--- config.mk ---
export PLATFORM = sky130hd
export DESIGN_NAME = apb_regs
export DESIGN_NICKNAME = d
export VERILOG_FILES = /design/src/hdl/matmul_pkg.sv /design/src/hdl/apb_regs.sv
export SDC_FILE = /design/constraint.sdc
export NUM_CORES = 1
export LEC_CHECK = 0
export BUFFER_PORTS_ARGS = -buffer_cell sky130_fd_sc_hd__buf_4
export CAP_MARGIN = 25
export CORE_MARGIN = 2
export CORE_UTILIZATION = 40
export CTS_CLUSTER_SIZE = 10
export DETAILED_ROUTE_END_ITERATION = 12
export PLACE_DENSITY = 0.67
export SLEW_MARGIN = 10
export SYNTH_ARGS = -nofsm -noshare
export SYNTH_HDL_FRONTEND = slang
export SYNTH_SLANG_ARGS = --single-unit
--- constraint.sdc ---
create_clock -name clk -period 2.65 [get_ports clk]
set_input_delay 0.265 -clock clk [delete_from_list [all_inputs] [get_ports clk]]
set_output_delay 0.265 -clock clk [all_outputs]
set_load 0.03 [all_outputs]
--- src/hdl/matmul_pkg.sv ---
`default_nettype none

package matmul_pkg;

  ////////////////////////////////////////
  // Sizes
  ////////////////////////////////////////

  localparam int DWIDTH     = 8;
  localparam int MAT_SIZE   = 4;
  localparam int AWIDTH     = 11;
  localparam int MEM_BYTES  = 2048;
  localparam int REG_DWIDTH = 32;
  localparam int REG_AWIDTH = 8;
  localparam int IDX_W      = 2;

  ////////////////////////////////////////
  // Data types
  ////////////////////////////////////////

  typedef logic [DWIDTH-1:0] elem_t;

  // Element i of a row sits at byte address base+i
  typedef elem_t [MAT_SIZE-1:0] row_t;

  typedef logic [AWIDTH-1:0] addr_t;

  typedef struct packed {
    addr_t               addr;
    row_t                wdata;
    logic [MAT_SIZE-1:0] we;
  } mem_req_t;

  typedef struct packed {
    logic                  psel;
    logic                  penable;
    logic                  pwrite;
    logic [REG_AWIDTH-1:0] paddr;
    logic [REG_DWIDTH-1:0] pwdata;
  } apb_req_t;

  // Base addresses of the three operands
  typedef struct packed {
    addr_t addr_a;
    addr_t addr_b;
    addr_t addr_c;
  } mm_cfg_t;

  ////////////////////////////////////////
  // Encodings
  ////////////////////////////////////////

  typedef enum logic [REG_AWIDTH-1:0] {
    REG_START_DONE = 8'h00,
    REG_MATRIX_A   = 8'h0E,
    REG_MATRIX_B   = 8'h12,
    REG_MATRIX_C   = 8'h16
  } reg_addr_e;

  // Any other value selects no bank
  typedef enum logic [7:0] {
    BANK_A = 8'd0,
    BANK_B = 8'd1,
    BANK_C = 8'd2
  } bank_sel_e;

  typedef enum logic [1:0] {
    APB_IDLE,
    APB_W_ENABLE,
    APB_R_ENABLE
  } apb_state_e;

  typedef enum logic [2:0] {
    CS_IDLE,
    CS_LOAD,
    CS_LAST,
    CS_WRITE,
    CS_DONE
  } ctrl_state_e;

endpackage

`default_nettype wire

--- src/hdl/apb_regs.sv ---
`timescale 1ns/1ps
`default_nettype none

module apb_regs (
  input  logic                              clk,
  input  logic                              PRESETn,
  input  matmul_pkg::apb_req_t              apb,
  output logic [matmul_pkg::REG_DWIDTH-1:0] prdata,
  output logic                              pready,
  input  logic                              busy,
  input  logic                              done,
  output matmul_pkg::mm_cfg_t               cfg,
  output logic                              start,
  output logic                              clear_done
);
  import matmul_pkg::*;

  localparam int PAD_W = REG_DWIDTH - AWIDTH;

  apb_state_e            state;
  logic                  wr_fire;
  logic                  rd_fire;
  logic                  mapped;
  logic [REG_DWIDTH-1:0] dummy;
  logic [REG_DWIDTH-1:0] rd_word;

  // Access phase of a transfer that began with a proper setup
  assign wr_fire = (state == APB_W_ENABLE) && apb.psel && apb.pwrite && apb.penable;
  assign rd_fire = (state == APB_R_ENABLE) && apb.psel && !apb.pwrite && apb.penable;

  ////////////////////////////////////////
  // Offset decode and read mux
  ////////////////////////////////////////

  always_comb begin
    mapped  = 1'b1;
    rd_word = dummy;
    case (apb.paddr)
      REG_START_DONE: rd_word = {done, {(REG_DWIDTH-2){1'b0}}, busy};
      REG_MATRIX_A:   rd_word = {{PAD_W{1'b0}}, cfg.addr_a};
      REG_MATRIX_B:   rd_word = {{PAD_W{1'b0}}, cfg.addr_b};
      REG_MATRIX_C:   rd_word = {{PAD_W{1'b0}}, cfg.addr_c};
      default:        mapped  = 1'b0;
    endcase
  end

  // Unmapped offsets all share one scratch word
  always_ff @(posedge clk) begin
    if (wr_fire && !mapped) begin
      dummy <= apb.pwdata;
    end
  end

  ////////////////////////////////////////
  // APB FSM and registers
  ////////////////////////////////////////

  always_ff @(posedge clk) begin
    if (!PRESETn) begin
      state      <= APB_IDLE;
      prdata     <= '0;
      pready     <= 1'b0;
      cfg        <= '0;
      start      <= 1'b0;
      clear_done <= 1'b0;
    end else begin
      // Pulses last one cycle
      start      <= 1'b0;
      clear_done <= 1'b0;
      pready     <= 1'b0;
      case (state)
        APB_IDLE: begin
          prdata <= '0;
          // Only a setup phase opens a transfer
          if (apb.psel && !apb.penable) begin
            state <= apb.pwrite ? APB_W_ENABLE : APB_R_ENABLE;
          end
        end
        APB_W_ENABLE: begin
          if (wr_fire) begin
            pready <= 1'b1;
            case (apb.paddr)
              REG_START_DONE: begin
                start      <= apb.pwdata[0];
                clear_done <= apb.pwdata[REG_DWIDTH-1];
              end
              REG_MATRIX_A: cfg.addr_a <= apb.pwdata[AWIDTH-1:0];
              REG_MATRIX_B: cfg.addr_b <= apb.pwdata[AWIDTH-1:0];
              REG_MATRIX_C: cfg.addr_c <= apb.pwdata[AWIDTH-1:0];
              default: ;
            endcase
          end
          state <= APB_IDLE;
        end
        APB_R_ENABLE: begin
          if (rd_fire) begin
            pready <= 1'b1;
            prdata <= rd_word;
          end
          state <= APB_IDLE;
        end
        default: state <= APB_IDLE;
      endcase
    end
  end

endmodule

`default_nettype wire

==> results of run 1 <==
-- worst min-delay path by stage --
stage / depth (start not counted) / startpoint / to / slack [ns]
after global routing: 1 / apb[30] / dummy[30] / 0.04
after CTS: 1 / apb[30] / dummy[30] / 0.06
after detailed placement: 2 / prdata[1] / prdata[1] / 0.45
final: 1 / apb[30] / dummy[30] / 0.07
after global placement: 2 / prdata[9] / prdata[9] / 0.44
after floorplan: 1 / apb[40] / state[1] / 0.36
-- cell families (layout without fill, tap and decap cells) --
| group | count (synthesis) | count (layout) | synth area share |
|---|---|---|---|
| AOI/OAI and AO/OA | 80 | 80 | 0.150 |
| and+or+nand+nor | 100 | 100 | 0.127 |
| adders and majority gates | 3 | 3 | 0.00970 |
| buffers and inverters | 39 | 152 | 0.0450 |
| DFF | 102 | 102 | 0.611 |
| muxes | 22 | 22 | 0.0569 |
-- layout make-up --
| cell class | instances | area [um2] |
|---|---|---|
| multi-input combinational | 205 | 1340 |
| sequential | 102 | 2360 |
| tap | 129 | 161 |
| fill | 856 | 4300 |
| clock inverter | 6 | 56.3 |
| inverter | 15 | 56.3 |
| clock buffer | 10 | 128 |
| timing repair buffer | 121 | 928 |
-- power groups by stage --
stage | clock (mW) | sequential, mW | combinational [mW]
after floorplan | 0 | 1.66 | 0.0657
after global placement | 0 | 1.65 | 0.149
after detailed placement | 0 | 1.65 | 0.157
after CTS | 0.938 | 1.62 | 0.157
after global routing | 0.998 | 1.62 | 0.170
final | 0.906 | 1.62 | 0.156
-- synthesized netlist by cell type (3+ instances only) --
cell / count / area share
nand2_1: 48 / 0.047
buf_2: 4 / 0.0052
nand4b_1: 3 / 0.0068
clkbuf_1: 15 / 0.015
nand3_1: 23 / 0.030
mux2i_1: 22 / 0.057
a21boi_1: 10 / 0.019
o21ai_1: 21 / 0.027
dfxtp_1: 70 / 0.36
o21ai_0: 11 / 0.014
a22o_1: 20 / 0.045
o32ai_1: 10 / 0.023
edfxtp_1: 32 / 0.25
inv_1: 15 / 0.015
buf_6: 3 / 0.0087
nor2_1: 6 / 0.0058
ha_1: 3 / 0.0097
-- critical path, delay by kind of cell (launching register included) --
family / cells / cell delay (ns)
compound gates: 1 / 0.08
flops: 1 / 0.34
simple gates: 3 / 1.43
fa+ha+maj: 1 / 0.16
buf+inv: 1 / 0.08
-- layer usage --
layer  routed length (um)  GRT usage  up-vias
met4                   38     0.0400        0
met1                 4370      0.245     1350
met3                  571     0.0561        2
li1                     -          -     1467
met2                 3920      0.258      105
met5                    0          0        -
-- per-stage QoR --
stage	power (mW)	hold slack, ns
after floorplan	1.72	0.358
after global placement	1.80	0.440
after detailed placement	1.81	0.446
after CTS	2.71	0.0555
after global routing	2.79	0.0351
final	2.68	0.0742
-- registers in the layout, summed over array words and instances, names as in the netlist --
register and count:
cfg 33, dummy 32, start 1, state 2, clear_done 1, pready 1, prdata 32
==> summary.md, run 1 <==
| Metric | Value |
|---|---|
| Final slew viol count | `0` |
| Initial antenna violation count | `0` |
| Synth Cell Area | `just under 0.004 mm2` |
| CORE AREA | `between 0.009 and 0.01 mm2` |
| Rows | `35` |
| I/O pins | `115` |
| Vias/cell | `4.97` |
| Sw Pwr | `0.633 mW` |
| Worst Clk Skew | `between 0.01 and 0.015 ns` |
| Crit end category | `flip-flop` |
| Mapped Avg Cell Area | `about 11 um2` |
| Slew @ Worst Pin | `approximately 0.84 ns` |
| Inserted Diodes | `0` |
| Commonest non-fill, non-tap cell in the layout | `buf_4` |
| Port bufs | `114` |
| Area delta synth->final | `30.1%` |
| Layout cells sized above 1 | `0.307` |
| Internal power | `around 2 mW` |
| CP max stage cell | `or4b_1` |
| Dominant synthesized flop cell | `dfxtp_1` |
| Cell area after layout | `0.00503 mm2` |
| Synth Instances | `346` |
| GRT Residual Overflow | `0` |
| Crit path launch type | `flip-flop` |
| Critical path peak fanout | `22` |
| Pre-Repair DR Iteration Count | `4` |
| Asr flop ratio synth | `0` |
| Die Wd | `roughly 100 um` |
| Cells along the critical path | `inv_1 > ha_1 > nand4_1 > or4b_1 > nand3_1 > o21ai_1` |
| # Post-CTS Setup Buffers | `0` |
| DP HPWL | `6540 um` |
| Final Hold Violating Endpoints | `0` |
| Slew headroom | `0.438` |
| Hold Buf Count CTS | `0` |
| Commonest non-fill, non-tap cells in the layout | `buf_4, dfxtp_1, nand2_1` |
| Worst Slack Setup Final | `between 0.4 and 0.5 ns` |
| Critical Path AT | `2.45 ns` |
| Share of total power in the clock network | `0.338` |
| RePlAce Congestion | `0.791` |
| Combinational fraction of design power | `0.058` |
| EDFF count, synth | `32` |
| Synth Net Count | `396` |
| Synth Register Bits | `102` |
| PD cells | `532 mW/mm2` |
| Clock Root Buffer | `clkbuf_8` |
| CTS clk-pin slew, worst paths | `0.10 ns` |
| Final setup viols | `0` |
| Critical Path Source | `state[1]` |
| DRC viols | `0` |
| Peak VDD IR | `0.303 mV` |
| Syn. warnings | `0` |
| Unrepaired setup endpoints after global routing | `false` |
| Pleak | `1.95 nW` |
| Register-to-register setup slack | `approximately 0.42 ns` |
| Final core utilization | `0.540` |
| Distinct cells, synth | `42` |
| CP endpoint | `cfg[6]` |
| Worst Reg-to-Reg Cells | `6` |
| Largest net degree at the start of global routing | `47` |
| Htree depth | `3` |
| Register share of total power | `0.604` |
| Wire per inst | `15.1 um` |
| Final worst-path cycle share | `0.841` |
| Worst path max stage delay | `approximately 0.95 ns` |
| Die H | `a little over 100 um` |
| CTS tree | `done` |
| Hold Path Class | `input port to flip-flop` |
| Overall routing resource usage | `0.172` |
| Via count | `2924` |
| Max frequency | `roughly 0.45 GHz` |
| Reg2reg start | `state[1]` |
| Max-cap violations | `0` |
| Die footprint | `approximately 0.010 mm2` |
| Placed Cells | `572` |
| First-pass GRT wire length | `13700 um` |
| Outcome | `complete, no violations` |
| TritonCTS buffer count | `9` |
| Clock latency on the worst-skew pair | `0.36 ns` |
| Area after DPL | `0.00485 mm2` |
| CTS-repair resized insts | `0` |
| Reg-to-reg endpoint | `cfg[6]` |
| Fin Setup TNS | `0 ns` |
| Vias in the first global route | `2693` |
| Switching fraction of total power | `0.236` |
| Deepest clock path buffer count | `2` |
| Overall routed net length | `8900 um` |
| Nets | `504` |
| Fin crit period | `2.23 ns` |
| Kind of critical path | `flip-flop to flip-flop` |
| Place WS | `between 0.4 and 0.5 ns` |
| Post-DRT Antenna Nets | `0` |
| Layout Cells excl Fill | `roughly 590` |
| Initial DRC Count | `91` |
| Sequential share of the synthesized area | `0.611` |
| Initial Util | `0.415` |
| Worst endpoint required time | `2.87 ns` |
| Clock sinks | `102` |
Power figures use the tool's default switching activity.
==> run 2, diff against run 1 <==
- PLACE_DENSITY: 0.67 -> unset
- clock period: 2.65 -> 2.3 ns (I/O delays scaled with it)
==> summary.md, run 2 (synthesis gave the netlist of run 1 again) <==
| Metric | Value |
|---|---|
| Vias in the first global route | `2771 (+2.9%)` |
| # Post-CTS Setup Buffers | `0 (unchanged)` |
| Commonest non-fill, non-tap cell in the layout | `buf_4` |
| Nets | `505 (+0.20%)` |
| Pre-Repair DR Iteration Count | `4 (unchanged)` |
| Unrepaired setup endpoints after global routing | `false` |
| Kind of critical path | `flip-flop to flip-flop` |
| Hold Crit Endpoint | `dummy[30]` |
| GRT Residual Overflow | `0 (unchanged)` |
| Register-to-register setup slack | `0.34 ns (-0.08 ns)` |
| RePlAce Congestion | `0.854 (+8.1%)` |
| Cell area after layout | `0.00504 mm2 (+0.25%)` |
| Area after DPL | `0.00485 mm2 (unchanged)` |
| Slew headroom | `0.426 (-0.0120)` |
| Critical Path AT | `1.94 ns (-0.51 ns)` |
| Final worst-path cycle share | `0.851 (+0.00986)` |
| CTS tree | `done` |
| Reg with most FFs | `cfg` |
| Outcome | `complete, no violations` |
| CTS-repair resized insts | `0 (unchanged)` |
| Largest net degree at the start of global routing | `46 (-2.1%)` |
| Peak VDD IR | `0.328 mV (+8.2%)` |
| Placed Cells | `573 (+0.17%)` |
| Vias/cell | `5.01 (+0.68%)` |
| DP HPWL | `6660 um (+1.8%)` |
| Rows | `35 (unchanged)` |
| Worst path top cell family by delay | `simple AND/OR/NAND/NOR gates` |
| Die footprint | `0.0105 mm2 (unchanged)` |
| Pleak | `1.95 nW (+0.24%)` |
| Overall routed net length | `9040 um (+1.5%)` |
| Layout Cells excl Fill | `589 (+0.17%)` |
| Initial DRC Count | `88 (-3.3%)` |
| Overall routing resource usage | `0.177 (+0.00478)` |
| Cells along the critical path | `inv_1 > ha_1 > nand4_1 > nor2_4` |
| CTS clk-pin slew, worst paths | `0.10 ns (about the same)` |
| Die H | `102 um (unchanged)` |
| Critical path peak fanout | `32 (+45%)` |
| Final setup viols | `0 (unchanged)` |
| Htree depth | `3 (unchanged)` |
| Sequential Area | `0.00236 mm2 (unchanged)` |
| Final slew viol count | `0 (unchanged)` |
| Crit end category | `flip-flop` |
| Fin Setup TNS | `0 ns (unchanged)` |
| WHS Path Cells | `1 (unchanged)` |
| Area of the multi-input gates | `0.00134 mm2 (unchanged)` |
| Max reg flops | `33 (unchanged)` |
| Largest regs | `cfg: 33 flops, dummy: 32 flops, prdata: 32 flops` |
| CORE AREA | `0.00933 mm2 (unchanged)` |
| Worst endpoint required time | `2.28 ns (-0.59 ns)` |
| Max-cap violations | `0 (unchanged)` |
| Fin crit period | `1.96 ns (-0.272 ns)` |
| Max frequency | `0.511 GHz (+14%)` |
| Reg2reg start | `state[1]` |
| Wire per inst | `15.3 um (+1.3%)` |
| Initial antenna violation count | `0 (unchanged)` |
| Worst path max stage delay | `0.76 ns (-0.19 ns)` |
| Fillers | `843 (-1.5%)` |
| Post-DRT Antenna Nets | `0 (unchanged)` |
| Deepest clock path buffer count | `2 (unchanged)` |
| Worst Reg-to-Reg Cells | `4 (-2)` |
| Area delta synth->final | `30.4%` |
| Worst Clk Skew | `0.00584 ns (-0.00563 ns)` |
| Layout cells sized above 1 | `0.309 (+0.00151)` |
| Crit path launch type | `flip-flop` |
| Clock latency on the worst-skew pair | `0.35 ns (about the same)` |
| Die Wd | `102 um (unchanged)` |
| Clock Root Buffer | `clkbuf_8` |
| Hold Path Class | `input port to flip-flop` |
| Reg-to-reg endpoint | `dummy[20]` |
| CP max stage cell | `nor2_4` |
| Hold Buf Count CTS | `0 (unchanged)` |
| Slew @ Worst Pin | `0.859 ns (+0.0169 ns)` |
| Initial Util | `0.415 (unchanged)` |
| Min-delay src | `apb[30]` |
| Inserted Diodes | `0 (unchanged)` |
| I/O pins | `115 (unchanged)` |
| First-pass GRT wire length | `14200 um (+3.3%)` |
| DRC viols | `0 (unchanged)` |
| Critical path buffers and inverters | `1 (unchanged)` |
| Port bufs | `114 (unchanged)` |
| Clock sinks | `102 (unchanged)` |
| TritonCTS buffer count | `9 (unchanged)` |
| Via count | `2949 (+0.85%)` |
| Commonest non-fill, non-tap cells in the layout | `buf_4, dfxtp_1, nand2_1` |
| Final Hold Violating Endpoints | `0 (unchanged)` |
| Power Total | `3.18 mW (+19%)` |
| PD cells | `630 mW/mm2 (+18%)` |
## run 2: cell types whose count changed in the layout (fill, tap and decap cells not counted)
cell        delta
buf_4          +2
buf_8          -1
bufinv_16      +1
clkinv_4       -1
clkinv_8       -1
clkinvlp_4     +1
## run 2: area by class of cell
cell class	count	share of cell area
sequential	102	0.468
inverter	15	0.0112
tap	129	0.0320
clock inverter	6	0.0136
timing repair buffer	122	0.184
multi-input combinational	205	0.266
clock buffer	10	0.0253
## run 2: worst max path at each step
stage	startpoint	cells after the start	end	slack, ns
after floorplan	apb[34]	5	dummy[0]	0.22
after global placement	apb[32]	5	prdata[31]	0.36
after detailed placement	apb[32]	5	prdata[31]	0.31
after CTS	state[1]	4	dummy[20]	0.29
after global routing	state[1]	4	dummy[17]	0.17
final	state[1]	4	dummy[20]	0.34
## run 2: metal layers
layer	global-route usage	share of wire	vias up
met5	0	0	-
met4	0.0554	0.017	0
met3	0.0499	0.067	12
met2	0.257	0.44	84
met1	0.257	0.47	1390
li1	-	-	1463
## run 2: where the power goes
group	internal [mW]	total, mW	switching [mW]
sequential	1.86	1.86	0.00367
clock	0.512	1.13	0.618
combinational	0.0861	0.182	0.0963
## run 2: through the flow
stage | setup slack [ns] | util | hold WS, ns
after global routing | 0.167 | 0.541 | 0.0170
final | 0.342 | 0.541 | 0.0484
after floorplan | 0.218 | - | 0.323
after CTS | 0.292 | 0.541 | 0.0380
after global placement | 0.363 | 0.520 | 0.409
after detailed placement | 0.306 | 0.520 | 0.410
## run 2: worst reg2reg max path: cells and delay by family, from the launching register on
family                     cells  cell delay, ns
adders and majority gates      1            0.16
DFF                            1            0.34
and+or+nand+nor                2            1.01
buffers and inverters          1            0.08
==> run 3, diff against run 2 <==
- RECOVER_POWER: unset -> 100
==> summary.md, run 3 (synthesis gave the netlist of run 1 again) <==
| Metric | Value |
|---|---|
| Outcome | `complete, no violations` |
| Pre-Repair DR Iteration Count | `4 (unchanged)` |
| Hold Slack | `0.0716 ns (+0.0232 ns)` |
| Final Hold Violating Endpoints | `0 (unchanged)` |
| Peak VDD IR | `0.327 mV (-0.21%)` |
| Initial DRC Count | `116 (+32%)` |
| Hold Path Class | `input port to flip-flop` |
| CTS tree | `done` |
| Clock latency on the worst-skew pair | `0.35 ns (about the same)` |
| Nets | `505 (unchanged)` |
| Die footprint | `0.0105 mm2 (unchanged)` |
| First-pass GRT wire length | `14200 um (unchanged)` |
| Final setup viols | `0 (unchanged)` |
| Deepest clock path buffer count | `2 (unchanged)` |
| Overall routed net length | `9020 um (-0.18%)` |
| Worst endpoint required time | `2.57 ns (+0.29 ns)` |
| Final worst-path cycle share | `0.852 (about the same)` |
| Final slew viol count | `0 (unchanged)` |
| Critical Path AT | `2.23 ns (+0.29 ns)` |
| Via count | `2970 (+0.71%)` |
| Crit end category | `flip-flop` |
| Reg with most FFs | `cfg` |
| Layout cells sized above 1 | `0.133 (-0.176)` |
| Clock sinks | `102 (unchanged)` |
| Vias in the first global route | `2771 (unchanged)` |
| Clock Root Buffer | `clkbuf_8` |
| Inserted Diodes | `0 (unchanged)` |
| CTS-repair resized insts | `0 (unchanged)` |
| DP HPWL | `6660 um (unchanged)` |
| Pleak | `1.61 nW (-18%)` |
| RePlAce Congestion | `0.854 (unchanged)` |
| Die H | `102 um (unchanged)` |
| Overall routing resource usage | `0.177 (unchanged)` |
| Wire per inst | `15.3 um (-0.18%)` |
| CP endpoint | `prdata[0]` |
| Fin Setup TNS | `0 ns (unchanged)` |
| # Post-CTS Setup Buffers | `0 (unchanged)` |
| Worst Reg-to-Reg Cells | `7 (+3)` |
| Max reg flops | `33 (unchanged)` |
| GRT Residual Overflow | `0 (unchanged)` |
| Slew headroom | `0.424 (-0.00163)` |
| Die Wd | `102 um (unchanged)` |
| Critical Path Source | `state[0]` |
| Crit path launch type | `flip-flop` |
| CORE AREA | `0.00933 mm2 (unchanged)` |
| Initial Util | `0.415 (unchanged)` |
| Reg2reg start | `state[0]` |
| Fin crit period | `1.96 ns (+0.00135 ns)` |
| Commonest non-fill, non-tap cells in the layout | `clkbuf_1, dfxtp_1, nand2_1` |
| Register-to-register setup slack | `0.34 ns (about the same)` |
| Max-cap violations | `0 (unchanged)` |
| Port bufs | `114 (unchanged)` |
| Area delta synth->final | `22.2%` |
| Vias/cell | `5.04 (+0.71%)` |
| Reg-to-reg endpoint | `prdata[0]` |
| Kind of critical path | `flip-flop to flip-flop` |
| Initial antenna violation count | `0 (unchanged)` |
| Placed Cells | `573 (unchanged)` |
| Largest regs | `cfg: 33 flops, dummy: 32 flops, prdata: 32 flops` |
| CTS clk-pin slew, worst paths | `0.10 ns (about the same)` |
| TritonCTS buffer count | `9 (unchanged)` |
| Htree depth | `3 (unchanged)` |
| Post-DRT Antenna Nets | `0 (unchanged)` |
| Worst Clk Skew | `0.00544 ns (-0.000395 ns)` |
| I/O pins | `115 (unchanged)` |
| Largest net degree at the start of global routing | `46 (unchanged)` |
| Commonest non-fill, non-tap cell in the layout | `clkbuf_1` |
| Slew @ Worst Pin | `0.863 ns (+0.00356 ns)` |
| Fillers | `930 (+10%)` |
| Power Total | `3.15 mW (-0.74%)` |
| Critical path peak fanout | `22 (-31%)` |
| Unrepaired setup endpoints after global routing | `false` |
| DRC viols | `0 (unchanged)` |
| Max frequency | `0.510 GHz (about the same)` |
| Rows | `35 (unchanged)` |
| Layout Cells excl Fill | `589 (unchanged)` |
| Hold Buf Count CTS | `0 (unchanged)` |
| PD cells | `667 mW/mm2 (+6.0%)` |
==> run 3: changes by cell type in the layout (fill, tap and decap cells not counted) <==
| cell | before | now |
|---|---|---|
| buf_4 | 121 | 20 |
| clkbuf_1 | 1 | 81 |
| clkbuf_4 | 0 | 21 |
| o21ai_0 | 11 | 30 |
| o21ai_1 | 21 | 2 |
| a21boi_0 | 1 | 11 |
| a21boi_1 | 10 | 0 |
| buf_12 | 1 | 0 |
| clkbuf_2 | 0 | 1 |
| or4_1 | 1 | 2 |
| or4_4 | 1 | 0 |
==> run 3: cell type report <==
cell class	instances	area, um2	share of cell area
Clock buffer	10	128	0.0270
Clock inverter	6	68.8	0.0146
Inverter	15	56.3	0.0119
Multi-Input combinational cell	205	1340	0.283
Sequential cell	102	2360	0.500
Tap cell	129	161	0.0342
Timing Repair Buffer	122	613	0.130
==> run 3: worst min-delay path by stage <==
stage / start / to / cells past startpoint
floorplan: apb[40] / state[1] / 1
global placement: apb[19] / dummy[19] / 1
detailed placement: apb[20] / dummy[20] / 1
CTS: apb[30] / dummy[30] / 1
global route: apb[24] / dummy[24] / 1
finish: apb[30] / dummy[30] / 1
==> run 3: where the power goes <==
group | switching [mW] | total, mW | internal [mW]
logic | 0.0952 | 0.163 | 0.0682
clock network | 0.613 | 1.13 | 0.512
registers | 0.00358 | 1.86 | 1.86
total | 0.712 | 3.15 | 2.44
==> run 3: metrics by stage <==
step,worst slack [ns],instance area (um2),util
2_1_floorplan,0.218,3870,-
3_5_place_dp,0.306,4850,0.520
3_3_place_gp,0.363,4850,0.520
4_1_cts,0.292,5040,0.541
6_report,0.341,4730,0.507
5_1_grt,0.104,4730,0.507
==> run 3: worst max-delay path, cell delays in order (launching register included) <==
cell	delay (ns)
dfxtp_1	0.37
inv_1	0.08
ha_1	0.21
nand4b_1	0.12
and3_1	0.45
clkbuf_2	0.46
nand2_1	0.13
o31ai_2	0.07
==> run 3: metal layers <==
metal | up-vias | wire length [um] | track usage
met1 | 1406 | 4370 | 0.257
li1 | 1464 | - | -
met5 | - | 0 | 0
met3 | 11 | 537 | 0.0499
met2 | 89 | 3990 | 0.257
met4 | 0 | 126 | 0.0554
